[src/rtl/rv_alu_pkg.sv]
`default_nettype none

package rv_alu_pkg;

    localparam int XLEN = 64;

    // operand and result word
    typedef logic [XLEN-1:0] xlen_t;

    // single-cycle ops plus the iterative multiply
    typedef enum logic [4:0] {
        op_add    = 5'd0,
        op_sub    = 5'd1,
        op_pass_a = 5'd2,
        op_pass_b = 5'd3,
        op_xor    = 5'd4,
        op_or     = 5'd5,
        op_and    = 5'd6,
        op_sll    = 5'd7,
        op_srl    = 5'd8,
        op_sra    = 5'd9,
        op_slt    = 5'd10,
        op_sltu   = 5'd11,
        op_eq     = 5'd12,
        op_ge     = 5'd13,
        op_geu    = 5'd14,
        op_mul    = 5'd15
    } alu_op_e;

    // operand a source
    typedef enum logic {
        sel_a_pc  = 1'b0,
        sel_a_rs1 = 1'b1
    } sel_a_e;

    // operand b source, anything unlisted falls back to imm
    typedef enum logic [1:0] {
        sel_b_imm = 2'd0,
        sel_b_rs2 = 2'd1,
        sel_b_csr = 2'd2
    } sel_b_e;

endpackage

`default_nettype wire

[src/rtl/exu_cfg_pkg.sv]
`default_nettype none

package exu_cfg_pkg;

    localparam int NUM_LANES     = 4;
    localparam int TAG_W         = 3;
    // one entry per tag value
    localparam int ROB_DEPTH     = 1 << TAG_W;
    localparam int MUL_STEP_BITS = 2;
    localparam int MUL_CYCLES    = rv_alu_pkg::XLEN / MUL_STEP_BITS;
    localparam int MUL_CNT_W     = $clog2(MUL_CYCLES);
    localparam int LANE_W        = $clog2(NUM_LANES);

    // request order tag, also the reorder slot
    typedef logic [TAG_W-1:0] tag_t;

    typedef logic [LANE_W-1:0] lane_idx_t;

endpackage

`default_nettype wire

[src/rtl/mul_dispatch.sv]
`default_nettype none

module mul_dispatch (
    input  wire logic                                clk,
    input  wire logic                                rst_n,
    input  wire logic                                flush,
    input  wire logic                                mreq_valid,
    output logic                                     mreq_ready,
    input  wire rv_alu_pkg::xlen_t                   mreq_a,
    input  wire rv_alu_pkg::xlen_t                   mreq_b,
    input  wire exu_cfg_pkg::tag_t                   mreq_tag,
    input  wire logic [exu_cfg_pkg::NUM_LANES-1:0]   lane_busy,
    output logic [exu_cfg_pkg::NUM_LANES-1:0]        lane_start,
    output rv_alu_pkg::xlen_t                        start_a,
    output rv_alu_pkg::xlen_t                        start_b,
    output exu_cfg_pkg::tag_t                        start_tag
);
    import rv_alu_pkg::*;
    import exu_cfg_pkg::*;

    logic      buf_valid;
    logic      found;
    logic      issue;
    lane_idx_t pick;

    // lowest numbered idle lane wins
    always_comb begin
        found = 1'b0;
        pick  = '0;
        for (int i = NUM_LANES - 1; i >= 0; i--) begin
            if (!lane_busy[i]) begin
                found = 1'b1;
                pick  = lane_idx_t'(i);
            end
        end
    end

    assign issue = buf_valid && found && !flush;

    always_comb begin
        lane_start = '0;
        if (issue) begin
            lane_start[pick] = 1'b1;
        end
    end

    // room if empty or draining this cycle
    assign mreq_ready = !buf_valid || found;

    always_ff @(posedge clk or negedge rst_n) begin
        if (!rst_n) begin
            buf_valid <= 1'b0;
        end else if (flush) begin
            buf_valid <= 1'b0;
        end else if (mreq_valid && mreq_ready) begin
            buf_valid <= 1'b1;
        end else if (issue) begin
            buf_valid <= 1'b0;
        end
    end

    always_ff @(posedge clk) begin
        if (mreq_valid && mreq_ready) begin
            start_a   <= mreq_a;
            start_b   <= mreq_b;
            start_tag <= mreq_tag;
        end
    end

    a_start_legal: assert property (@(posedge clk) disable iff (!rst_n)
        $onehot0(lane_start) && ((lane_start & lane_busy) == '0));

endmodule

`default_nettype wire

[config.mk]
export PLATFORM = sky130hd
export DESIGN_NAME = mul_dispatch
export DESIGN_NICKNAME = d
export VERILOG_FILES = /design/src/rtl/rv_alu_pkg.sv /design/src/rtl/exu_cfg_pkg.sv /design/src/rtl/mul_dispatch.sv
export SDC_FILE = /design/constraint.sdc
export NUM_CORES = 1
export LEC_CHECK = 0
export BUFFER_PORTS_ARGS = -buffer_cell sky130_fd_sc_hd__buf_2
export CAP_MARGIN = 30
export CORE_AREA = 4 4 105 107
export CTS_BUF_LIST = sky130_fd_sc_hd__clkbuf_2
export DETAILED_ROUTE_END_ITERATION = 8
export DIE_AREA = 0 0 109 111
export GPL_ROUTABILITY_DRIVEN = 0
export PLACE_DENSITY_LB_ADDON = 0.08
export SLEW_MARGIN = 20
export SYNTH_ARGS = -nofsm -noshare
export SYNTH_HDL_FRONTEND = slang
export SYNTH_SLANG_ARGS = --single-unit
[constraint.sdc]
create_clock -name clk -period 14.35 [get_ports clk]
set_clock_uncertainty 0.2 [all_clocks]
set_input_delay 1.435 -clock clk [delete_from_list [all_inputs] [get_ports clk]]
set_output_delay 1.435 -clock clk [all_outputs]
set_load 0.01 [all_outputs]
==> impl_metrics.py <==
metrics = {
    "status": {
        "run_status": "finished clean",
    },
    "floorplanning": {
        "fp.dieW_um": 109,
        "start_util": 0.398,
        "design.die.area_sq_mm": 0.0121,
        "design.core.area_sq_mm": 0.0101,
        "design.portCount": 275,
        "floorplan.die.height_um": 111,
        "num_rows": 37,
    },
    "worst_setup_path": {
        "critPathTopFamily": "simple AND/OR/NAND/NOR gates",
        "cp_data_arrival_time_ps": 2110,
        "timing.critical_path.fanout_max": 4,
        "crit_chain": "buf_2 > nand4b_1 > nor3b_2 > buf_2",
        "critical-path-top-cell-by-count": "buf_2",
        "critPathBufInv": 2,
        "endpoint_kind": "primary output",
        "worst_setup_path_start_kind": "input pin",
        "crit_required_ps": 12720,
        "timing_worst_setup_path_type": "in -> out",
        "critPathMaxStageDelay_ps": 210,
        "crit_path_top_delay_cell": "nand4b_1",
    },
    "cells_and_area": {
        "layout-drive-gt1-share": 0.681,
        "syn_to_final_growth_pct": 44.7,
        "layout.nets": 578,
        "layout_common_cells": "buf_2 (274), edfxtp_1 (131), clkbuf_2 (19)",
        "layout.cells.most_common": "buf_2",
        "antenna-diode-count": 0,
    },
    "sta": {
        "final.min_clock_period_ps": 3740,
        "fmax_mhz": 267,
        "maxSlewHeadroom": 0.459,
        "setup_total_neg_slack_ps": 0,
        "final-max-slew-violation-count": 0,
        "worst_pin_slew_ps": 811,
        "hold_viol": 0,
        "fin_crit_sh": 0.261,
        "grt_setup_unrepaired": "false",
        "timing.final.setup_violations": 0,
    },
    "synth": {
        "sequential_share_of_the_synthesized_area": 0.981,
        "synth_cell_type_count": 12,
        "yosys_register_bits": 132,
        "synth_fp_nets": 283,
        "syn_area_sq_mm": 0.00404,
        "top_area_cell_type_share_of_the_netlist_area": 0.975,
        "xor_and_xnor_area_share_after_synthesis": 0,
        "yosys.area_share.simple": 0.0149,
        "post_synth_main_area_contributors": "edfxtp_1 (97%), dfrtp_1 (0.62%), nor3b_2 (0.31%)",
        "synth_warnings": 0,
        "syn-mean-instance-area_sq_um": 28.0,
        "post_synth_mux_area_share": 0,
        "combinational_family_with_the_most_area_after_synthesis": "simple AND/OR/NAND/NOR gates",
        "synth-compound-area-share": 0.00310,
        "synthAdderAreaFrac": 0,
        "synth_cells": 144,
        "synth.largest_area_cell": "edfxtp_1",
    },
    "power": {
        "swShare": 0.219,
        "p_leak_nw": 2.56,
        "combinationalPowerShare": 0.082,
        "power.net_switching_mw": 0.160,
        "p_per_area_mw_per_mm2": 125,
        "power_frac_clock": 0.298,
        "share_seq_of_total_power": 0.620,
        "max-vdd-ir-drop_mv": 0.0555,
        "post-layout-total-power_mw": 0.731,
        "p_int_mw": 0.571,
    },
    "clock_network": {
        "post_cts_hold_buffers": 0,
        "number_of_buffers_inserted_during_clock_tree_synthesis": 17,
        "post_cts.repair.setup_buffers": 0,
        "clockRootBuffer": "clkbuf_2",
        "cts.clk_slew.worst_paths_ps": 180,
        "htree_num_levels": 4,
        "cts_tree": "done",
        "cts-resized-gates": 0,
        "clock_tree_buffer_depth": 2,
        "clkSinkCount": 132,
        "clock_insertion_delay_worst_skew_ps": 600,
    },
    "detailed_routing": {
        "detailroute.via_count": 2475,
        "drt_first_pass_iters": 4,
        "total_wire_length_after_detailed_routing_mm": 9.71,
        "detail_route.wl_per_cell_um": 16.5,
        "drt_iter0_drc": 53,
        "route.detailed.vias_per_inst": 4.22,
        "antenna_left": 0,
        "drc": 0,
    },
    "global_route": {
        "pin_count_of_the_biggest_net_entering_global_routing": 67,
        "grt_pass1_wl_mm": 13.7,
        "grt_antenna_before_repair": 0,
        "grt_use_total": 0.157,
        "grt_pass1_vias": 2604,
        "grt_overflow_total": 0,
    },
    "place": {
        "detailedPlacementHpwl_mm": 7.57,
        "place.port_buffers": 274,
    },
    "run": {
        "max_cap_violations": 0,
    },
    "hold_path": {
        "holdCritPathClass": "in -> async",
    },
}
cell usage after synthesis:
library cell  instances
edfxtp_1            131
nand3_1               2
nor2_1                2
nand4b_1              1
nor3b_1               1
nor3b_2               1
nand3b_1              1
a31oi_1               1
o22ai_1               1
inv_1                 1
dfrtp_1               1
and3_1                1
sequential cells by signal, indices dropped and copies added, names as in the netlist:
name	flops
start_tag	3
start_b	64
start_a	64
buf_valid	1
per-stage QoR:
step / area, sq um / hold slack (ps) / setup WS (ps) / cells / util
2_1_floorplan: 4040 / 405 / 5290 / 144 / -
3_3_place_gp: 5610 / 485 / 10070 / 556 / 0.553
3_5_place_dp: 5610 / 493 / 9980 / 556 / 0.553
4_1_cts: 5840 / 258 / 10610 / 587 / 0.576
5_1_grt: 5840 / 231 / 10570 / 587 / 0.576
6_report: 5840 / 360 / 10610 / 587 / 0.576
area by class of cell:
| class | count | area (sq um) |
|---|---|---|
| multi-input combinational | 11 | 87.6 |
| clock inverter | 12 | 139 |
| sequential | 132 | 3960 |
| fill | 851 | 4300 |
| tap | 136 | 170 |
| inverter | 1 | 3.75 |
| timing repair buffer | 276 | 1390 |
| clock buffer | 19 | 95.1 |
power by group through the flow:
stage | sequential, mW | clock, mW | combinational [mW]
after floorplan | 0.480 | 0 | 0.00632
after global placement | 0.462 | 0 | 0.0604
final | 0.453 | 0.218 | 0.0597
after global routing | 0.455 | 0.248 | 0.0650
after detailed placement | 0.462 | 0 | 0.0612
after CTS | 0.453 | 0.228 | 0.0612
kinds of logic (layout without fill, tap and decap cells):
logic type / Yosys count / after routing
compound gates: 2 / 2
flops: 132 / 132
simple gates: 9 / 9
buf+inv: 1 / 308
final timing paths:
check | startpoint | endpoint | slack, ps | cells after the start
setup / recovery | flush | lane_start[3] | 10610 | 4
hold / removal | rst_n | buf_valid | 360 | 1
setup reg to reg | buf_valid | start_a[60] | 11350 | 3
hold reg to reg | buf_valid | buf_valid | 520 | 2
max in group asynchronous | rst_n | buf_valid | 13510 | 1
min in group clk | buf_valid | buf_valid | 520 | 2
layer usage:
metal	wire, um	up-vias	global-route usage
li1	-	1178	-
met1	3040	1117	0.147
met2	5120	168	0.271
met3	1350	12	0.0891
met4	206	0	0.0732
met5	0	-	0
No activity file was read; power rests on OpenSTA's default activity.
