<file path="config.mk">
export PLATFORM = sky130hd
export DESIGN_NAME = alu_exec
export DESIGN_NICKNAME = d
export VERILOG_FILES = /design/src/rtl/rv_alu_pkg.sv /design/src/rtl/exu_cfg_pkg.sv /design/src/rtl/alu_exec.sv
export SDC_FILE = /design/constraint.sdc
export NUM_CORES = 2
export LEC_CHECK = 0
export BUFFER_PORTS_ARGS = -buffer_cell sky130_fd_sc_hd__clkbuf_2
export CORE_MARGIN = 3
export CORE_UTILIZATION = 50
export DETAILED_ROUTE_END_ITERATION = 6
export PLACE_DENSITY = 0.81
export SYNTH_ARGS = -nofsm -noshare
export SYNTH_HDL_FRONTEND = slang
export SYNTH_SLANG_ARGS = --single-unit
</file>
<file path="constraint.sdc">
create_clock -name clk -period 4.15 [get_ports clk]
set_input_delay 0.2075 -clock clk [delete_from_list [all_inputs] [get_ports clk]]
set_output_delay 0.2075 -clock clk [all_outputs]
set_load 0.1 [all_outputs]
</file>
<file path="src/rtl/rv_alu_pkg.sv">
`default_nettype none

package rv_alu_pkg;

    localparam int XLEN = 64;

    // operand and result word
    typedef logic [XLEN-1:0] xlen_t;

    // single-cycle ops plus the iterative multiply
    typedef enum logic [4:0] {
        op_add    = 5'd0,
        op_sub    = 5'd1,
        op_pass_a = 5'd2,
        op_pass_b = 5'd3,
        op_xor    = 5'd4,
        op_or     = 5'd5,
        op_and    = 5'd6,
        op_sll    = 5'd7,
        op_srl    = 5'd8,
        op_sra    = 5'd9,
        op_slt    = 5'd10,
        op_sltu   = 5'd11,
        op_eq     = 5'd12,
        op_ge     = 5'd13,
        op_geu    = 5'd14,
        op_mul    = 5'd15
    } alu_op_e;

    // operand a source
    typedef enum logic {
        sel_a_pc  = 1'b0,
        sel_a_rs1 = 1'b1
    } sel_a_e;

    // operand b source, anything unlisted falls back to imm
    typedef enum logic [1:0] {
        sel_b_imm = 2'd0,
        sel_b_rs2 = 2'd1,
        sel_b_csr = 2'd2
    } sel_b_e;

endpackage

`default_nettype wire

</file>
<file path="src/rtl/exu_cfg_pkg.sv">
`default_nettype none

package exu_cfg_pkg;

    localparam int NUM_LANES     = 4;
    localparam int TAG_W         = 3;
    // one entry per tag value
    localparam int ROB_DEPTH     = 1 << TAG_W;
    localparam int MUL_STEP_BITS = 2;
    localparam int MUL_CYCLES    = rv_alu_pkg::XLEN / MUL_STEP_BITS;
    localparam int MUL_CNT_W     = $clog2(MUL_CYCLES);
    localparam int LANE_W        = $clog2(NUM_LANES);

    // request order tag, also the reorder slot
    typedef logic [TAG_W-1:0] tag_t;

    typedef logic [LANE_W-1:0] lane_idx_t;

endpackage

`default_nettype wire

</file>
<file path="src/rtl/alu_exec.sv">
`default_nettype none

module alu_exec (
    input  wire logic                 clk,
    input  wire logic                 rst_n,
    input  wire logic                 flush,
    input  wire logic                 req_valid,
    output logic                      req_ready,
    input  wire rv_alu_pkg::alu_op_e  op,
    input  wire rv_alu_pkg::xlen_t    pc,
    input  wire rv_alu_pkg::xlen_t    rs1,
    input  wire rv_alu_pkg::xlen_t    rs2,
    input  wire rv_alu_pkg::xlen_t    csr,
    input  wire rv_alu_pkg::xlen_t    imm,
    input  wire rv_alu_pkg::sel_a_e   sel_a,
    input  wire rv_alu_pkg::sel_b_e   sel_b,
    input  wire logic                 word,
    input  wire logic                 rob_full,
    output logic                      alloc,
    output exu_cfg_pkg::tag_t         alloc_tag,
    output logic                      alu_wr_valid,
    output exu_cfg_pkg::tag_t         alu_wr_tag,
    output rv_alu_pkg::xlen_t         alu_wr_data,
    output logic                      mreq_valid,
    input  wire logic                 mreq_ready,
    output rv_alu_pkg::xlen_t         mreq_a,
    output rv_alu_pkg::xlen_t         mreq_b,
    output exu_cfg_pkg::tag_t         mreq_tag
);
    import rv_alu_pkg::*;
    import exu_cfg_pkg::*;

    tag_t  next_tag;
    xlen_t opa;
    xlen_t opb;
    xlen_t result;
    logic  is_mul;
    logic  accept;

    // rs1 narrowed for word ops, pc is never narrowed
    assign opa = (sel_a == sel_a_rs1) ? (word ? {32'b0, rs1[31:0]} : rs1) : pc;

    always_comb begin
        case (sel_b)
            sel_b_rs2: opb = rs2;
            sel_b_csr: opb = csr;
            default:   opb = imm;
        endcase
    end

    assign is_mul = (op == op_mul);

    // a multiply also needs the dispatcher to have room
    assign req_ready = !flush && !rob_full && (!is_mul || mreq_ready);
    assign accept    = req_valid && req_ready;

    assign alloc     = accept;
    assign alloc_tag = next_tag;

    // multiply offer does not look at mreq_ready
    assign mreq_valid = req_valid && is_mul && !rob_full && !flush;
    assign mreq_a     = opa;
    assign mreq_b     = opb;
    assign mreq_tag   = next_tag;

    always_comb begin
        case (op)
            op_add:    result = opa + opb;
            op_sub:    result = opa - opb;
            op_pass_a: result = opa;
            op_pass_b: result = opb;
            op_xor:    result = opa ^ opb;
            op_or:     result = opa | opb;
            op_and:    result = opa & opb;
            op_sll:    result = opa << opb[5:0];
            op_srl:    result = opa >> opb[5:0];
            // word form shifts the low half and zero fills the top
            op_sra: begin
                if (word) begin
                    result = {32'b0, $signed(opa[31:0]) >>> opb[5:0]};
                end else begin
                    result = $signed(opa) >>> opb[5:0];
                end
            end
            op_slt:    result = {63'b0, $signed(opa) < $signed(opb)};
            op_sltu:   result = {63'b0, opa < opb};
            op_eq:     result = {63'b0, opa == opb};
            op_ge:     result = {63'b0, $signed(opa) >= $signed(opb)};
            op_geu:    result = {63'b0, opa >= opb};
            default:   result = '0;
        endcase
    end

    always_ff @(posedge clk or negedge rst_n) begin
        if (!rst_n) begin
            next_tag     <= '0;
            alu_wr_valid <= 1'b0;
        end else if (flush) begin
            next_tag     <= '0;
            alu_wr_valid <= 1'b0;
        end else begin
            if (accept) begin
                next_tag <= next_tag + 1'b1;
            end
            alu_wr_valid <= accept && !is_mul;
        end
    end

    always_ff @(posedge clk) begin
        if (accept && !is_mul) begin
            alu_wr_tag  <= next_tag;
            alu_wr_data <= result;
        end
    end

    // tag reuse is blocked by rob_full from the collector
    a_tag_distinct: assert property (@(posedge clk) disable iff (!rst_n)
        !(mreq_valid && alu_wr_valid && (mreq_tag == alu_wr_tag)));

endmodule

`default_nettype wire

</file>
==> impl_results.md, run 1 <==
* Status: aborted with a tool error
* Exit stage: global routing
* Err: [ERROR GRT-0116] Global routing finished with congestion. Check the congestion regions in the DRC Viewer.
* Number of synthesized flops with an enable pin at 67
* Post-synthesis sequential area ratio at 0.07708
* Initial core utilization at 0.5072
* Synthesized Nets at 4610
* Root Buffer Master: clkbuf_16
* Vias in the first global route at 46380
* Post-Synth Simple-Gate Area at 0.2073
* Largest net degree at the start of global routing at 99
* Setup bufs post-CTS at 0
* CTS Buffer Depth at 2
* Async SR Flop Fraction at 0.05634
* Die width at 240.1 um
* Mapped Area at 27400 um^2
* Primary FF master, synth: edfxtp_1
* Port bufs at 539
* Post-synthesis mux area share at 0.1117
* Synth warn at 0
* Adder-cell area share of the yosys netlist at 0.09416
* Ports at 540
* GP Congestion at 1.509
* CTS Buf Count at 9
* Total track usage at 0.6999
* Row count at 85
* Largest family of logic cells by synthesized area: compound AO/OA/AOI/OAI gates
* GR Overflow Total at 104
* DP HPWL at 154400 um
* Clock sinks at 71
* Post-Syn Area per Cell at 6.733 um^2
* Syn Inst Count at 4070
* Compound-Gate Fraction of Synth Area at 0.4101
* Yosys cell types at 110
* Die H at 240.1 um
* First-pass GRT wire length at 301300 um
* Synth Area in XOR/XNOR at 0.007032
* Htree depth at 3
* Synthesis-stage register bit count at 71
-- what timing repair did --
action,4_1_cts
setup endpoints to repair,18
gates resized for setup,18
hold buffers,1
hold endpoints to repair,4
pin swaps,4
-- metal layers --
metal / track usage / overflow
met1: 0.6971 / 2
met2: 0.8585 / 65
met3: 0.5662 / 5
met4: 0.6650 / 32
met5: 0.3418 / 0
-- per-stage QoR --
stage	instance area (um^2)	TNS [ns]	util	instances	worst slack, ns
after floorplan	28740	-13.27	-	4070	-0.5721
after global placement	39660	-8.043	0.7340	6136	-0.5075
after detailed placement	39660	-14.99	0.7340	6136	-0.6227
after CTS	40050	-0.02988	0.7412	6153	-0.02988
-- cells by family after synthesis --
group,count (synthesis)
XOR/XNOR,22
AND/OR/NAND/NOR,1233
AO/OA/AOI/OAI,1708
buffers and inverters,569
flip-flops,71
multiplexers,262
adder cells (fa/ha/maj),205
-- Yosys cell counts (all sizes together), types with 43 or more instances --
cell type  instances  share of area
a21oi            430          0.079
nor2             405          0.057
nand2            390          0.054
o21ai            386          0.071
inv              217          0.030
ha               203          0.093
mux2i            198          0.077
buf              185          0.040
clkbuf           165          0.023
o211ai           102          0.028
a22oi             99          0.027
nand3             96          0.018
a211oi            86          0.024
o22ai             80          0.018
nor3              73          0.014
a221oi            72          0.025
edfxtp            67          0.073
o21bai            53          0.015
nand4             48          0.011
mux2              44          0.018
a21o              43          0.012
a31oi             43         0.0098
==> inputs of run 2 (changes only) <==
Settings changed: CORE_UTILIZATION 50 to 35, PLACE_DENSITY 0.81 to default, PLACE_DENSITY_LB_ADDON from default to 0.15.
==> impl_results.md, run 2 <==
* CTS tree: built
* Row count at 101
* Slowest CP cell: a21oi_1
* CTS Buffer Depth at 2
* Violated checks: DRC, setup timing
* Most common cell after layout, fill and taps aside: buf_4
* Routed WL at 230200 um
* Placed cell area at 42030 um^2
* F_max at 237.4 MHz
* GP Congestion at 1.204
* Area grow syn2layout at 61.79%
* CP Launch Point: sel_b[0]
* Synthesized Nets at 4610
* DP HPWL at 190000 um
* Slew Limit Fails at 0
* Status: finished with violations
* Htree depth at 3
* Synth area leaders: ha_1, a21oi_1, edfxtp_1
* R2R cell count at 4
* Largest Register: alu_wr_data
* Worst Setup Path Type: primary input to flop
* Initial antenna violation count at 19
* Largest stage delay, worst path at 0.43 ns
* Share of Yosys cell area claimed by the top area cell type at 0.09269
* Vias in the first global route at 41570
* Crit path cell chain: buf_8 > inv_4 > ha_4 > buf_12 > buf_12 > a221o_1 > and2_4 > ha_4 > nor2b_2 > o311ai_4 > nand4_1 > buf_6 > a21oi_2 > buf_4 > nor2b_1 > o21bai_2 > a21oi_1 > buf_4 > a221oi_2 > a21oi_1 > buf_4 > a211o_1
* Total track usage at 0.5324
* CP dominant cell by count: buf_4
* HP Class: primary input to flop
* Async SR Flop Fraction at 0.05634
* Max_cap viols at 0
* Final period utilization at 1.015
* Number of setup violations in the final report at 2
* Ports at 540
* Mapped Area at 27400 um^2
* Initial core utilization at 0.3572
* Synthesis-stage register bit count at 71
* Most common cell in the netlist: a21oi_1
* CP arrival at 4.43 ns
* Final hold vios at 0
* Tmin final at 4.212 ns
* Antenna Nets Post-Route at 0
* PwrDens at 341.5 nW/um^2
* Hold endpoint: alloc_tag[1]
* R2R setup slack at 3.10 ns
* Post-Syn Area per Cell at 6.733 um^2
* Slew headroom at 0.1828
* Layout cell share with drive strength beyond 1 at 0.4324
* Drt pass-1 iters at 7
* Peak supply drop at 0.2419 mV
* Post-synthesis sequential area ratio at 0.07708
* Layout Nets at 6278
* Hold Path Stages at 2
* Drc violations at 6
* Max FFs per register at 64
* Cell Count, Final, Fillers Out at 6779
* Max FO, Critical Path at 7
* Most frequent cells in the layout: buf_4, clkbuf_2, nor2_1, a21oi_1, nand2_1
* Most instantiated cells after synthesis: a21oi_1, nor2_1, nand2_1
* Synth area leader: ha_1
* First-pass GRT wire length at 311900 um
* Syn Inst Count at 4070
* Later-pin clock latency in the skew report at 0.38 ns
* HP Start: flush
* Final setup margin at -0.06150 ns
* Actual slew at the worst max-slew pin at 1.224 ns
* RR Endpoint: alloc_tag[2]
* Post-route cell area at 44330 um^2
* Setup crit end kind: flop
* Clock sinks at 71
* CTS Buf Count at 9
* CP required at 4.37 ns
* Skew final at 0.0003244 ns
* Root Buffer Master: clkbuf_16
* Die width at 285.8 um
* GR Overflow Total at 0
* Synth warn at 0
* DP Worst Slack at -0.9974 ns
* Hold Worst Slack at 0.07048 ns
* Vias per Instance at 6.552
* Number of synthesized flops with an enable pin at 67
* Static Leak at 0.02033 uW
* Post-layout util at 0.5779
* Critical path launch point type: primary input
* Primary FF master, synth: edfxtp_1
* Die H at 285.8 um
* Placed cell count at 6694
* Via count at 44420
* Fillers at 7585
* Yosys cell types at 110
* Clock transition at path regs at 0.07 ns
* Starting DRC count in detailed routing at 7142
* FF-to-FF Start: alloc_tag[0]
* Largest net degree at the start of global routing at 103
* RSZ-0062 raised after global routing: true
* Total core area at 76710 um^2
* Die ar. at 81680 um^2
* Port bufs at 539
* Avg WL per Cell at 33.96 um
run 2: cell counts after synthesis:
Identical to the previous run, type by type.
run 2: cell type report:
cell class                      instances  area (um^2)  area share
Antenna cell                            6        15.01   0.0003387
Clock buffer                           10        239.0    0.005391
Clock inverter                          6        43.79   0.0009878
Inverter                              219        864.6     0.01950
Multi-Input combinational cell       3430        24790      0.5592
Sequential cell                        71         2112     0.04764
Tap cell                             1030         1289     0.02907
Timing Repair Buffer                 2007        14980      0.3379
run 2: worst max path at each step:
stage                           end  slack (ns)  depth (start not counted)
global placement    alu_wr_data[54]       -0.99                         24
CTS                 alu_wr_data[54]      -0.006                         24
detailed placement  alu_wr_data[54]        -1.0                         24
floorplan           alu_wr_data[26]       -0.57                         20
finish              alu_wr_data[23]       -0.06                         22
global route        alu_wr_data[62]       -0.05                         25
run 2: cells by family (layout without fill, tap and decap cells):
logic type / Yosys count / count (layout) / share of synthesized area
multiplexers: 262 / 262 / 0.1117
AO/OA/AOI/OAI: 1708 / 1708 / 0.4101
other: 0 / 6 / 0
adder cells (fa/ha/maj): 205 / 205 / 0.09416
XOR/XNOR: 22 / 22 / 0.007032
flip-flops: 71 / 71 / 0.07708
buffers and inverters: 569 / 2242 / 0.09265
AND/OR/NAND/NOR: 1233 / 1233 / 0.2073
run 2: through the flow:
stage / power [uW] / setup TNS (ns)
5_1_grt: 15410 / -0.2600
3_3_place_gp: 13070 / -23.64
3_5_place_dp: 13080 / -25.66
6_report: 15140 / -0.08725
2_1_floorplan: 7048 / -13.27
4_1_cts: 14090 / -0.005752
run 2: worst max-delay path, delay by kind of cell:
kind	cells	cell delay [ns]
adders and majority gates	2	0.52
and+or+nand+nor	4	0.61
buffers and inverters	8	1.12
AOI/OAI and AO/OA	8	1.96
run 2: power breakdown:
group / internal [uW] / leakage, uW / switching [uW]
clock network: 425 / 0.000139 / 438
registers: 867 / 0.000617 / 36.4
logic: 4990 / 0.0196 / 8380
total: 6280 / 0.0203 / 8850
run 2: per-layer routing:
layer / GRT usage / share of wire / wire (um) / vias to the layer above
met5: 0 / 0.00050 / 114 / -
met4: 0.4548 / 0.11 / 26230 / 18
met3: 0.1985 / 0.14 / 33210 / 1024
met2: 0.7550 / 0.39 / 89690 / 3744
met1: 0.6302 / 0.35 / 80980 / 20950
li1: - / - / - / 18680
run 2: what timing repair did:
action,4_1_cts,5_1_grt
gates cloned,1,7
resized for setup,65,228
pin swaps,25,77
setup buffers,24,35
hold endpoints to repair,4,0
hold buffers,1,0
setup endpoints to repair,30,55
(Power assumes the default switching activity.)
