`config.mk`:
```
export PLATFORM = sky130hd
export DESIGN_NAME = mul_lane
export DESIGN_NICKNAME = d
export VERILOG_FILES = /design/src/rtl/rv_alu_pkg.sv /design/src/rtl/exu_cfg_pkg.sv /design/src/rtl/mul_lane.sv
export SDC_FILE = /design/constraint.sdc
export NUM_CORES = 1
export LEC_CHECK = 0
export BUFFER_PORTS_ARGS = -buffer_cell sky130_fd_sc_hd__buf_4
export CORE_MARGIN = 2
export CORE_UTILIZATION = 47
export DETAILED_ROUTE_END_ITERATION = 16
export PLACE_DENSITY = 0.73
export SYNTH_ARGS = -nofsm -noshare
export SYNTH_HDL_FRONTEND = slang
export SYNTH_SLANG_ARGS = --single-unit
```
`constraint.sdc`:
```
create_clock -name clk -period 10.1 [get_ports clk]
set_input_delay 1.515 -clock clk [delete_from_list [all_inputs] [get_ports clk]]
set_output_delay 1.515 -clock clk [all_outputs]
set_load 0.02 [all_outputs]
```
`src/rtl/rv_alu_pkg.sv`:
```
`default_nettype none

package rv_alu_pkg;

    localparam int XLEN = 64;

    // operand and result word
    typedef logic [XLEN-1:0] xlen_t;

    // single-cycle ops plus the iterative multiply
    typedef enum logic [4:0] {
        op_add    = 5'd0,
        op_sub    = 5'd1,
        op_pass_a = 5'd2,
        op_pass_b = 5'd3,
        op_xor    = 5'd4,
        op_or     = 5'd5,
        op_and    = 5'd6,
        op_sll    = 5'd7,
        op_srl    = 5'd8,
        op_sra    = 5'd9,
        op_slt    = 5'd10,
        op_sltu   = 5'd11,
        op_eq     = 5'd12,
        op_ge     = 5'd13,
        op_geu    = 5'd14,
        op_mul    = 5'd15
    } alu_op_e;

    // operand a source
    typedef enum logic {
        sel_a_pc  = 1'b0,
        sel_a_rs1 = 1'b1
    } sel_a_e;

    // operand b source, anything unlisted falls back to imm
    typedef enum logic [1:0] {
        sel_b_imm = 2'd0,
        sel_b_rs2 = 2'd1,
        sel_b_csr = 2'd2
    } sel_b_e;

endpackage

`default_nettype wire

```
`src/rtl/exu_cfg_pkg.sv`:
```
`default_nettype none

package exu_cfg_pkg;

    localparam int NUM_LANES     = 4;
    localparam int TAG_W         = 3;
    // one entry per tag value
    localparam int ROB_DEPTH     = 1 << TAG_W;
    localparam int MUL_STEP_BITS = 2;
    localparam int MUL_CYCLES    = rv_alu_pkg::XLEN / MUL_STEP_BITS;
    localparam int MUL_CNT_W     = $clog2(MUL_CYCLES);
    localparam int LANE_W        = $clog2(NUM_LANES);

    // request order tag, also the reorder slot
    typedef logic [TAG_W-1:0] tag_t;

    typedef logic [LANE_W-1:0] lane_idx_t;

endpackage

`default_nettype wire

```
`src/rtl/mul_lane.sv`:
```
`default_nettype none

module mul_lane (
    input  wire logic                clk,
    input  wire logic                rst_n,
    input  wire logic                flush,
    input  wire logic                start,
    input  wire rv_alu_pkg::xlen_t   start_a,
    input  wire rv_alu_pkg::xlen_t   start_b,
    input  wire exu_cfg_pkg::tag_t   start_tag,
    output logic                     busy,
    output logic                     done,
    output exu_cfg_pkg::tag_t        done_tag,
    output rv_alu_pkg::xlen_t        done_data
);
    import rv_alu_pkg::*;
    import exu_cfg_pkg::*;

    typedef enum logic {
        st_idle,
        st_run
    } lane_state_e;

    lane_state_e          state;
    logic [MUL_CNT_W-1:0] cnt;
    xlen_t                acc;
    xlen_t                mcand;
    xlen_t                mplier;
    xlen_t                acc_next;

    // one radix-4 digit per cycle, multiplicand pre-shifted
    assign acc_next = acc + mcand * xlen_t'(mplier[MUL_STEP_BITS-1:0]);
    assign busy     = (state == st_run);

    always_ff @(posedge clk or negedge rst_n) begin
        if (!rst_n) begin
            state <= st_idle;
            cnt   <= '0;
            done  <= 1'b0;
        end else if (flush) begin
            state <= st_idle;
            done  <= 1'b0;
        end else begin
            done <= 1'b0;
            case (state)
                st_idle: begin
                    if (start) begin
                        state <= st_run;
                        cnt   <= MUL_CNT_W'(MUL_CYCLES - 1);
                    end
                end
                st_run: begin
                    if (cnt == '0) begin
                        state <= st_idle;
                        done  <= 1'b1;
                    end else begin
                        cnt <= cnt - 1'b1;
                    end
                end
                default: state <= st_idle;
            endcase
        end
    end

    always_ff @(posedge clk) begin
        if (state == st_idle && start) begin
            acc      <= '0;
            mcand    <= start_a;
            mplier   <= start_b;
            done_tag <= start_tag;
        end else if (state == st_run) begin
            acc    <= acc_next;
            mcand  <= mcand << MUL_STEP_BITS;
            mplier <= mplier >> MUL_STEP_BITS;
            // last digit lands straight in the result
            if (cnt == '0) begin
                done_data <= acc_next;
            end
        end
    end

endmodule

`default_nettype wire

```
==> reports/metrics.cfg, run 1 <==
[outcome]
status=finished, final reports clean

[synth]
avgSynthCellArea_um2=10.4
synth_fp_nets=1821
ys_ff_latch=266
async_flop_share_pct=2.63
ys_types=63
ys_seq_area_share_pct=45.1
ys.flop_type=edfxtp_1
yosysWarnings=0
synthCells=1558
synthesis.area_mm2=0.0162
synth-edff-count=195

[die]
pin_count=204
die_area_mm2=0.0360
start_util_pct=47.3
die_x_um=190
rows=68
core_area_mm2=0.0343
die_h_um=190

[power_and_ir_drop]
switchingPower_uw=2010
finalPower_uw=5060
p_per_area_mw_per_mm2=264
pwr-share-seq_pct=30.7
pwr-share-clk_pct=22.6
comb_power_share_pct=46.6
intPower_uw=3050
peakVddDrop_mv=0.205
swShare_pct=39.7
leakagePower_uw=0.00828

[timing]
maxSlewHeadroom_pct=28.7
rsz0062_at_grt=no
hold_slack_ps=472
finalSetupViolations=0
fin_worst_skew_ps=13.6
fin_crit_sh_pct=48.4
hold_violations=0
fin_tns_setup_ps=0
worst_slew_pin_slew_ps=1070
period_needed_ps=4890
fmax_mhz=205
slew_violations=0

[clock_tree]
cts_buffers=30
clock-sinks=266
cts_tree=built
clock_latency_ps=570
htreeDepth=1
postCtsHoldBufs=0
clk_path_buf_depth=3
ctsRootBufferMaster=clkbuf_16
cts-resized-gates=0
path_clk_slew_ps=60
post-cts-setup-buffers=0

[critical_path]
crit_path_start_kind=flop
cp-end-kind=flop
path_cells=buf_4, nand2_1, fa_1, inv_1, ha_1, a21oi_1, o21ai_0, nor3_1, a2111oi_2, o21ai_0, a21oi_1, nor4_1, a2111oi_0
critical-path-slowest-cell=a2111oi_0
crit_family=compound AO/OA/AOI/OAI gates
cp.required_ps=10370
crit_start=mplier[0]$_DFFE_PP_
rr_startpoint=mplier[0]$_DFFE_PP_
path_buf_inv=2
critPathKind=reg2reg
cp_max_fo=64
cpPeakStageDelay_ps=570
worstPathArrival_ps=5160

[detailed_routing]
avgRoutedWirePerCell_um=17.7
drc_errors=0
vias_per_cell=5.46
wl_mm=39.2
vias=12100
drtAntennaViolNets=0
dr.pass1.iters=5
drt-initial-drc-count=778

[hold_path]
min_from=acc[45]$_SDFFE_PP0P_
hold_path_class=reg2reg

[global_route]
grt_pass1_vias=12400
grt_first_pass_wirelength_mm=63.7
overflow=0
grt.total_usage_pct=22.0
grt_max_degree=87
antenna_found_initial=0

[final_layout]
synthToLayoutAreaGrowth_pct=18.2
drive_gt1_share_pct=22.7
fin_util_pct=55.9
num_antenna_cells=0
final_cell_count_no_fill=2210
final_nets=1994

[placement]
portBuffers=203
gp_congestion=0.917
place_inst=2154
dp.final_hpwl_mm=29.1

[job]
maxCapViolations=0

-- worst paths after layout --
kind                                           end  slack [ps]  cells past startpoint
setup / recovery           done_data[42]$_DFFE_PP_        5210                     13
hold / removal                acc[45]$_SDFFE_PP0P_         470                      1
setup reg to reg           done_data[42]$_DFFE_PP_        5210                     13
hold reg to reg               acc[45]$_SDFFE_PP0P_         470                      1
max in group asynchronous           busy$_DFF_PN0_        9200                      1
min in group asynchronous       cnt[1]$_DFFE_PN0P_         760                      1
-- synthesized netlist by cell type (all sizes together) (3+ instances only) --
master	instances	share of area, %
nand4	22	0.85
a21o	38	1.8
a2111oi	5	0.35
or3	9	0.35
nand2b	5	0.19
o21bai	12	0.56
a211oi	7	0.35
o211ai	8	0.37
o31ai	7	0.35
buf	10	0.28
ha	65	5.0
and3	7	0.27
fa	63	7.8
or4	4	0.19
xor2	19	1.0
nand2	217	5.0
edfxtp	195	36
a21oi	94	2.9
nor2b	3	0.12
inv	184	4.3
o41ai	3	0.16
nand3	23	0.71
o32ai	3	0.16
a221oi	5	0.38
o21a	8	0.37
a32o	7	0.43
a22o	20	1.1
mux2	125	8.7
nor3	24	0.81
nor4	5	0.19
o221ai	8	0.43
a211o	6	0.32
o21ai	65	2.0
xnor2	35	1.9
dfrtp	7	1.1
dfxtp	64	7.9
clkbuf	60	1.4
nor2	55	1.3
a31oi	8	0.31
and2	31	1.2
-- sequential cells by signal (all words and copies together), names as in the netlist --
name       cells
mplier        64
cnt            5
done_data     64
acc           64
done_tag       3
done           1
busy           1
mcand         64
-- power by group through the flow --
stage	clock [uW]	sequential (uW)	combinational, uW
6_report	1140	1550	2360
5_1_grt	1200	1580	2640
4_1_cts	1160	1560	2350
3_5_place_dp	0	1580	2330
3_3_place_gp	0	1570	2280
2_1_floorplan	0	1540	1760
-- per-stage QoR --
step | setup slack (ps) | area [um2]
finish | 5210 | 19200
global route | 4810 | 19200
CTS | 5340 | 19200
detailed placement | 5350 | 18100
global placement | 5510 | 18100
floorplan | 1700 | 16200
-- cell usage in the layout, fill, tap and decap left out, types with 63 or more instances in the layout --
cell | synthesis | final
o21ai_0 | 64 | 64
mux2_2 | 125 | 125
a21oi_1 | 94 | 94
inv_1 | 184 | 183
dfxtp_1 | 64 | 64
nand2_1 | 217 | 217
fa_1 | 63 | 63
edfxtp_1 | 195 | 195
buf_4 | 0 | 211
ha_1 | 65 | 65
-- layout make-up --
class	count	area, um2
Inverter	184	696
Clock buffer	43	861
Sequential cell	266	7310
Timing Repair Buffer	211	1580
Clock inverter	13	179
Tap cell	455	569
Multi-Input combinational cell	1038	7970
Fill cell	2983	15100
-- metal layers --
| metal | vias to the layer above | routed length (um) | track usage [%] |
|---|---|---|---|
| met5 | - | 0 | 0 |
| met4 | 0 | 1320 | 7.07 |
| met3 | 83 | 2810 | 5.61 |
| met2 | 333 | 18200 | 36.3 |
| met1 | 5844 | 16900 | 28.3 |
| li1 | 5815 | - | - |
-- cell families (layout without fill, tap and decap cells) --
group           Yosys count  count (layout)  synth area share [%]
flops                   266             266                  45.1
compound gates          320             320                  13.2
buf+inv                 254             451                  5.92
mux                     125             125                  8.68
xor+xnor                 54              54                  2.92
fa+ha+maj               128             128                  12.8
simple gates            411             411                  11.5
(Power assumes the default switching activity.)
==> inputs of run 2 (changes only) <==
- ABC_AREA: default -> 1
- PLACE_DENSITY: 0.73 -> 0.72
- clock period: 10.1 -> 4.9 ns (I/O delays scaled with it)
==> run 2 against run 1 <==
  * Cell count up 47%
  * Design area increased by 10%
  * Power rose by 98%
  * Maximum frequency up 27%
  * Sequential power rose by 110%
  * Worst setup slack lost 4200 ps
  * Largest cell class unchanged
==> reports/metrics.cfg, run 2 <==
[timing]
fin_crit_sh_pct=78.4
worst_slew_pin_slew_ps=1050
fin_ws_ps=1060
hold_slack_ps=292
fin_tns_setup_ps=0
rsz0062_at_grt=no
slew_violations=0
hold_violations=0
maxSlewHeadroom_pct=30.2
fin_worst_skew_ps=23.9
fmax_mhz=260
period_needed_ps=3840
finalSetupViolations=0

[final_layout]
synthToLayoutAreaGrowth_pct=16.9
mostFrequentLayoutCells=1178 x nand2_1, 512 x inv_1, 214 x buf_4, 195 x edfxtp_1, 101 x nor2_1
final_nets=2978
n_fill_cell=3679
drive_gt1_share_pct=11.1
seq_area_mm2=0.00731
fin_util_pct=55.9
layout_commonest_cell=nand2_1
num_antenna_cells=0
final_cell_count_no_fill=3251
multi_input_area_mm2=0.00860

[synth]
synth-edff-count=195
yosysWarnings=0
async_flop_share_pct=2.63
ys_seq_area_share_pct=40.5
yosysTopAreaCell=edfxtp_1
synth_common_cells=1178 x nand2_1, 514 x inv_1, 195 x edfxtp_1
avgSynthCellArea_um2=7.16
synthCells=2522
ys_ff_latch=266
ys_types=35
synth_fp_nets=2785
synthTopCellsByArea=edfxtp_1 32%, nand2_1 24%, inv_1 11%, dfxtp_1 7.1%, fa_1 7.0%
ys.flop_type=edfxtp_1
synth_top_area_share_pct=32.4
synthesis.area_mm2=0.0181
synth_most_common_cell=nand2_1

[critical_path]
cp_num_cells=16
cp-end-kind=flop
critical-path-slowest-cell=buf_4
cpPeakStageDelay_ps=580
path_cells=buf_4, nand2_1, inv_1, fa_1, ha_1, fa_1, nand3_1, nand3_2, nand2_1, nand2_1, nand2_1, nand2_1, nand2_1, nand2_1, or2_1, and2_1
crit_family=simple AND/OR/NAND/NOR gates
cp.required_ps=5240
cp_max_fo=64
worst-r2r-cell-count=16
crit_path_start_kind=flop
path_buf_inv=2
worstPathArrival_ps=4180
critPathKind=reg2reg
cp_common_cell=nand2_1

[global_route]
grt_first_pass_wirelength_mm=82.1
grt_pass1_vias=15300
grt.total_usage_pct=26.8
overflow=0
grt_max_degree=98
antenna_found_initial=0

[placement]
portBuffers=203
dp.final_hpwl_mm=40.5
gp_congestion=1.01
place_inst=3192
post-place-ws_ps=1110

[detailed_routing]
vias=15700
drc_errors=0
drt-initial-drc-count=1122
avgRoutedWirePerCell_um=16.0
wl_mm=52.2
dr.pass1.iters=6
vias_per_cell=4.83
drtAntennaViolNets=0

[clock_tree]
ctsRootBufferMaster=clkbuf_16
clk_path_buf_depth=3
clock_latency_ps=610
clock-sinks=266
post-cts-setup-buffers=0
cts_tree=built
path_clk_slew_ps=60
cts_buffers=31
htreeDepth=1

[die]
start_util_pct=47.8
rows=71
die_x_um=200
die_area_mm2=0.0400
core_area_mm2=0.0378
pin_count=204
die_h_um=200

[job]
maxCapViolations=0

[hold_path]
min_delay_path_depth=2
hold_path_class=in2reg

[power_and_ir_drop]
peakVddDrop_mv=0.294
leakagePower_uw=0.0116
p_per_area_mw_per_mm2=476

[outcome]
status=finished, final reports clean

run 2: layout make-up:
| class | instances | area share, % |
|---|---|---|
| clock buffers | 38 | 3.94 |
| clock inverters | 20 | 0.765 |
| inverters | 516 | 9.21 |
| repair buffers | 215 | 7.66 |
| flip-flops and latches | 266 | 34.6 |
| well taps | 511 | 3.03 |
| multi-input cells | 1685 | 40.7 |
run 2: logic make-up (layout without fill, tap and decap cells):
kind of cell             after synthesis  count (layout)  share of synthesized area [%]
AO/OA/AOI/OAI                         85              85                           2.60
AND/OR/NAND/NOR                     1439            1439                           31.9
buffers and inverters                571             789                           11.9
flip-flops                           266             266                           40.5
adder cells (fa/ha/maj)              128             128                           11.5
XOR/XNOR                              33              33                           1.64
run 2: final timing paths:
kind	startpoint	endpoint	slack (ps)
setup / recovery	mplier[0]$_DFFE_PP_	done_data[33]$_DFFE_PP_	1060
hold / removal	flush	done$_DFF_PN0_	290
setup reg to reg	mplier[0]$_DFFE_PP_	done_data[33]$_DFFE_PP_	1060
hold reg to reg	acc[42]$_SDFFE_PP0P_	acc[42]$_SDFFE_PP0P_	450
max in group asynchronous	rst_n	busy$_DFF_PN0_	4300
min in group asynchronous	rst_n	done$_DFF_PN0_	470
run 2: timing repair:
action                                 CTS  global route
hold buffers                             1             0
gates resized for setup                  0             0
endpoints found under the hold margin    7             0
run 2: power breakdown:
group          switching, uW  total (uW)  internal [uW]
clock                    993        2260           1270
combinational           3070        4590           1520
sequential               193        3180           2990
run 2: layer usage:
layer	track usage, %	vias to the layer above	wire length [um]	part of all wire, %
met1	37.4	7232	23900	46
met4	6.75	0	1340	2.6
met5	0	-	0	0
met3	4.89	75	3680	7.0
met2	43.2	474	23200	45
li1	-	7921	-	-
run 2: stage by stage:
step	area [um2]	total power [uW]
floorplan	18100	6430
global placement	20100	7700
detailed placement	20100	7790
CTS	21100	10100
global route	21100	10900
finish	21100	10000
==> inputs of run 3 (changes only) <==
- PLACE_DENSITY: 0.72 -> 0.75
- clock period: 4.9 -> 3.45 ns (I/O delays scaled with it)
==> run 3 against run 2 <==
  * Die area is the same
  * Sequential share of layout area shrank 0.60 points
  * Hold slack lost 190 ps
  * First-iteration DRC count grew 0.62%
  * Count of clock-buffer cells in the layout shrank 2
  * Power grew 46%
  * Cell count grew 0.65%
  * Critical endpoint is now done_data[40]$_DFFE_PP_
==> reports/metrics.cfg, run 3 (synthesis gave the netlist of run 2 again) <==
[clock_tree]
cts_buffers=30
clock_latency_ps=590
ctsRootBufferMaster=clkbuf_16
path_clk_slew_ps=60
clock-sinks=266
htreeDepth=1
clk_path_buf_depth=3
cts_tree=built

[detailed_routing]
wl_mm=51.7
avgRoutedWirePerCell_um=15.8
dr.pass1.iters=5
drc_errors=0
drtAntennaViolNets=0
vias_per_cell=4.79
vias=15700
drt-initial-drc-count=1129

[hold_path]
min_from=flush
min_to=done$_DFF_PN0_
hold_path_class=in2reg
min_delay_path_depth=2

[die]
start_util_pct=47.8
die_area_mm2=0.0400
pin_count=204
core_area_mm2=0.0378
rows=71
die_x_um=200
die_h_um=200

[timing]
hold_slack_ps=103
fin_worst_skew_ps=16.2
rsz0062_at_grt=yes
finalSetupViolations=0
period_needed_ps=3360
fmax_mhz=297
fin_crit_sh_pct=97.4
maxSlewHeadroom_pct=38.4
hold_violations=0
slew_violations=0
fin_ws_ps=88.0
worst_slew_pin_slew_ps=925

[power_and_ir_drop]
pwr-share-clk_pct=22.1
finalPower_uw=14600
peakVddDrop_mv=0.440
leakagePower_uw=0.0117
comb_power_share_pct=46.9
swShare_pct=41.9
intPower_uw=8500
pwr-share-seq_pct=30.9
switchingPower_uw=6120
p_per_area_mw_per_mm2=681

[critical_path]
regToRegEndpoint=done_data[40]$_DFFE_PP_
worstPathArrival_ps=3680
crit_path_start_kind=flop
worst-r2r-cell-count=14
critPathKind=reg2reg
cp.required_ps=3770
path_cells=buf_12, nand2_1, fa_1, inv_1, ha_1, nand2_1, inv_1, nand2_1, nand2_1, a21oi_1, nand3_2, nand2_1, nand3b_1, and2_1
cpPeakStageDelay_ps=490
rr_startpoint=mplier[0]$_DFFE_PP_
regToRegSetupSlack_ps=90
critical-path-slowest-cell=fa_1
cp-end-kind=flop
cp_common_cell=nand2_1
cp_max_fo=35
crit_start=mplier[0]$_DFFE_PP_

[final_layout]
seq_area_mm2=0.00731
multi_input_area_mm2=0.00872
drive_gt1_share_pct=12.7
post-route-cell-area_mm2=0.0215
final_cell_count_no_fill=3272
synthToLayoutAreaGrowth_pct=18.9
mostFrequentLayoutCells=1170 x nand2_1, 512 x inv_1, 229 x buf_4, 195 x edfxtp_1, 86 x nor2_1
num_antenna_cells=0
n_fill_cell=3563
layout_commonest_cell=nand2_1
final_nets=3000

[global_route]
grt_max_degree=99
grt_first_pass_wirelength_mm=81.1
overflow=0
grt_pass1_vias=15400
grt.total_usage_pct=26.4
antenna_found_initial=0

[placement]
gp_congestion=0.963
portBuffers=203
placed_cell_area_mm2=0.0203
dp.final_hpwl_mm=40.3
place_inst=3213
post-place-ws_ps=-57.5

[outcome]
status=finished, final reports clean

[job]
maxCapViolations=0

==> run 3: cell types whose count changed in the layout (fill, tap and decap cells not counted), sizes merged <==
cell      change
buf          +23
clkbuf        -2
clkinvlp      -1
inv           -1
bufinv        +2
==> run 3: worst max-delay path: cells and delay by family, from the launching register on <==
family	cells	cell delay [ps]
adder cells (fa/ha/maj)	2	840
buffers and inverters	3	310
flip-flops	1	460
AND/OR/NAND/NOR	8	1170
AO/OA/AOI/OAI	1	270
==> run 3: per-stage QoR <==
stage	TNS (ps)	util [%]
2_1_floorplan	0	-
3_3_place_gp	0	53.9
3_5_place_dp	-57.5	53.9
4_1_cts	0	56.5
5_1_grt	-256	56.9
6_report	0	56.9
==> run 3: area by class of cell <==
type	instances	area share, %
repair buffers	238	8.77
flip-flops and latches	266	34.1
clock buffers	36	3.75
well taps	511	2.98
clock inverters	20	0.821
inverters	516	9.05
multi-input cells	1685	40.6
==> run 3: worst max-delay path by stage <==
stage | endpoint | slack [ps]
floorplan | done_data[33]$_DFFE_PP_ | 330
global placement | done_data[50]$_DFFE_PP_ | 20
detailed placement | done_data[50]$_DFFE_PP_ | -60
CTS | done_data[50]$_DFFE_PP_ | 20
global route | done_data[62]$_DFFE_PP_ | -80
finish | done_data[40]$_DFFE_PP_ | 90
==> run 3: repair_timing <==
action,in CTS,in global routing
buffers inserted,0,2
pin swaps,0,1
hold buffers,1,0
endpoints found under the setup margin,1,50
gates resized for setup,1,38
endpoints found under the hold margin,7,0
==> run 3: metal layers <==
| metal | up-vias | wire length (um) | track usage [%] |
|---|---|---|---|
| met5 | - | 0 | 0 |
| met4 | 0 | 1610 | 8.20 |
| met3 | 76 | 4030 | 5.17 |
| met2 | 453 | 22600 | 41.9 |
| met1 | 7178 | 23500 | 36.5 |
| li1 | 7971 | - | - |
==> run 3: power groups by stage <==
stage | Sequential (uW) | Combinational, uW | Clock [uW]
finish | 4520 | 6860 | 3230
CTS | 4520 | 6730 | 3290
detailed placement | 4580 | 6670 | 0
global route | 4570 | 7780 | 3410
floorplan | 4490 | 4640 | 0
global placement | 4570 | 6560 | 0
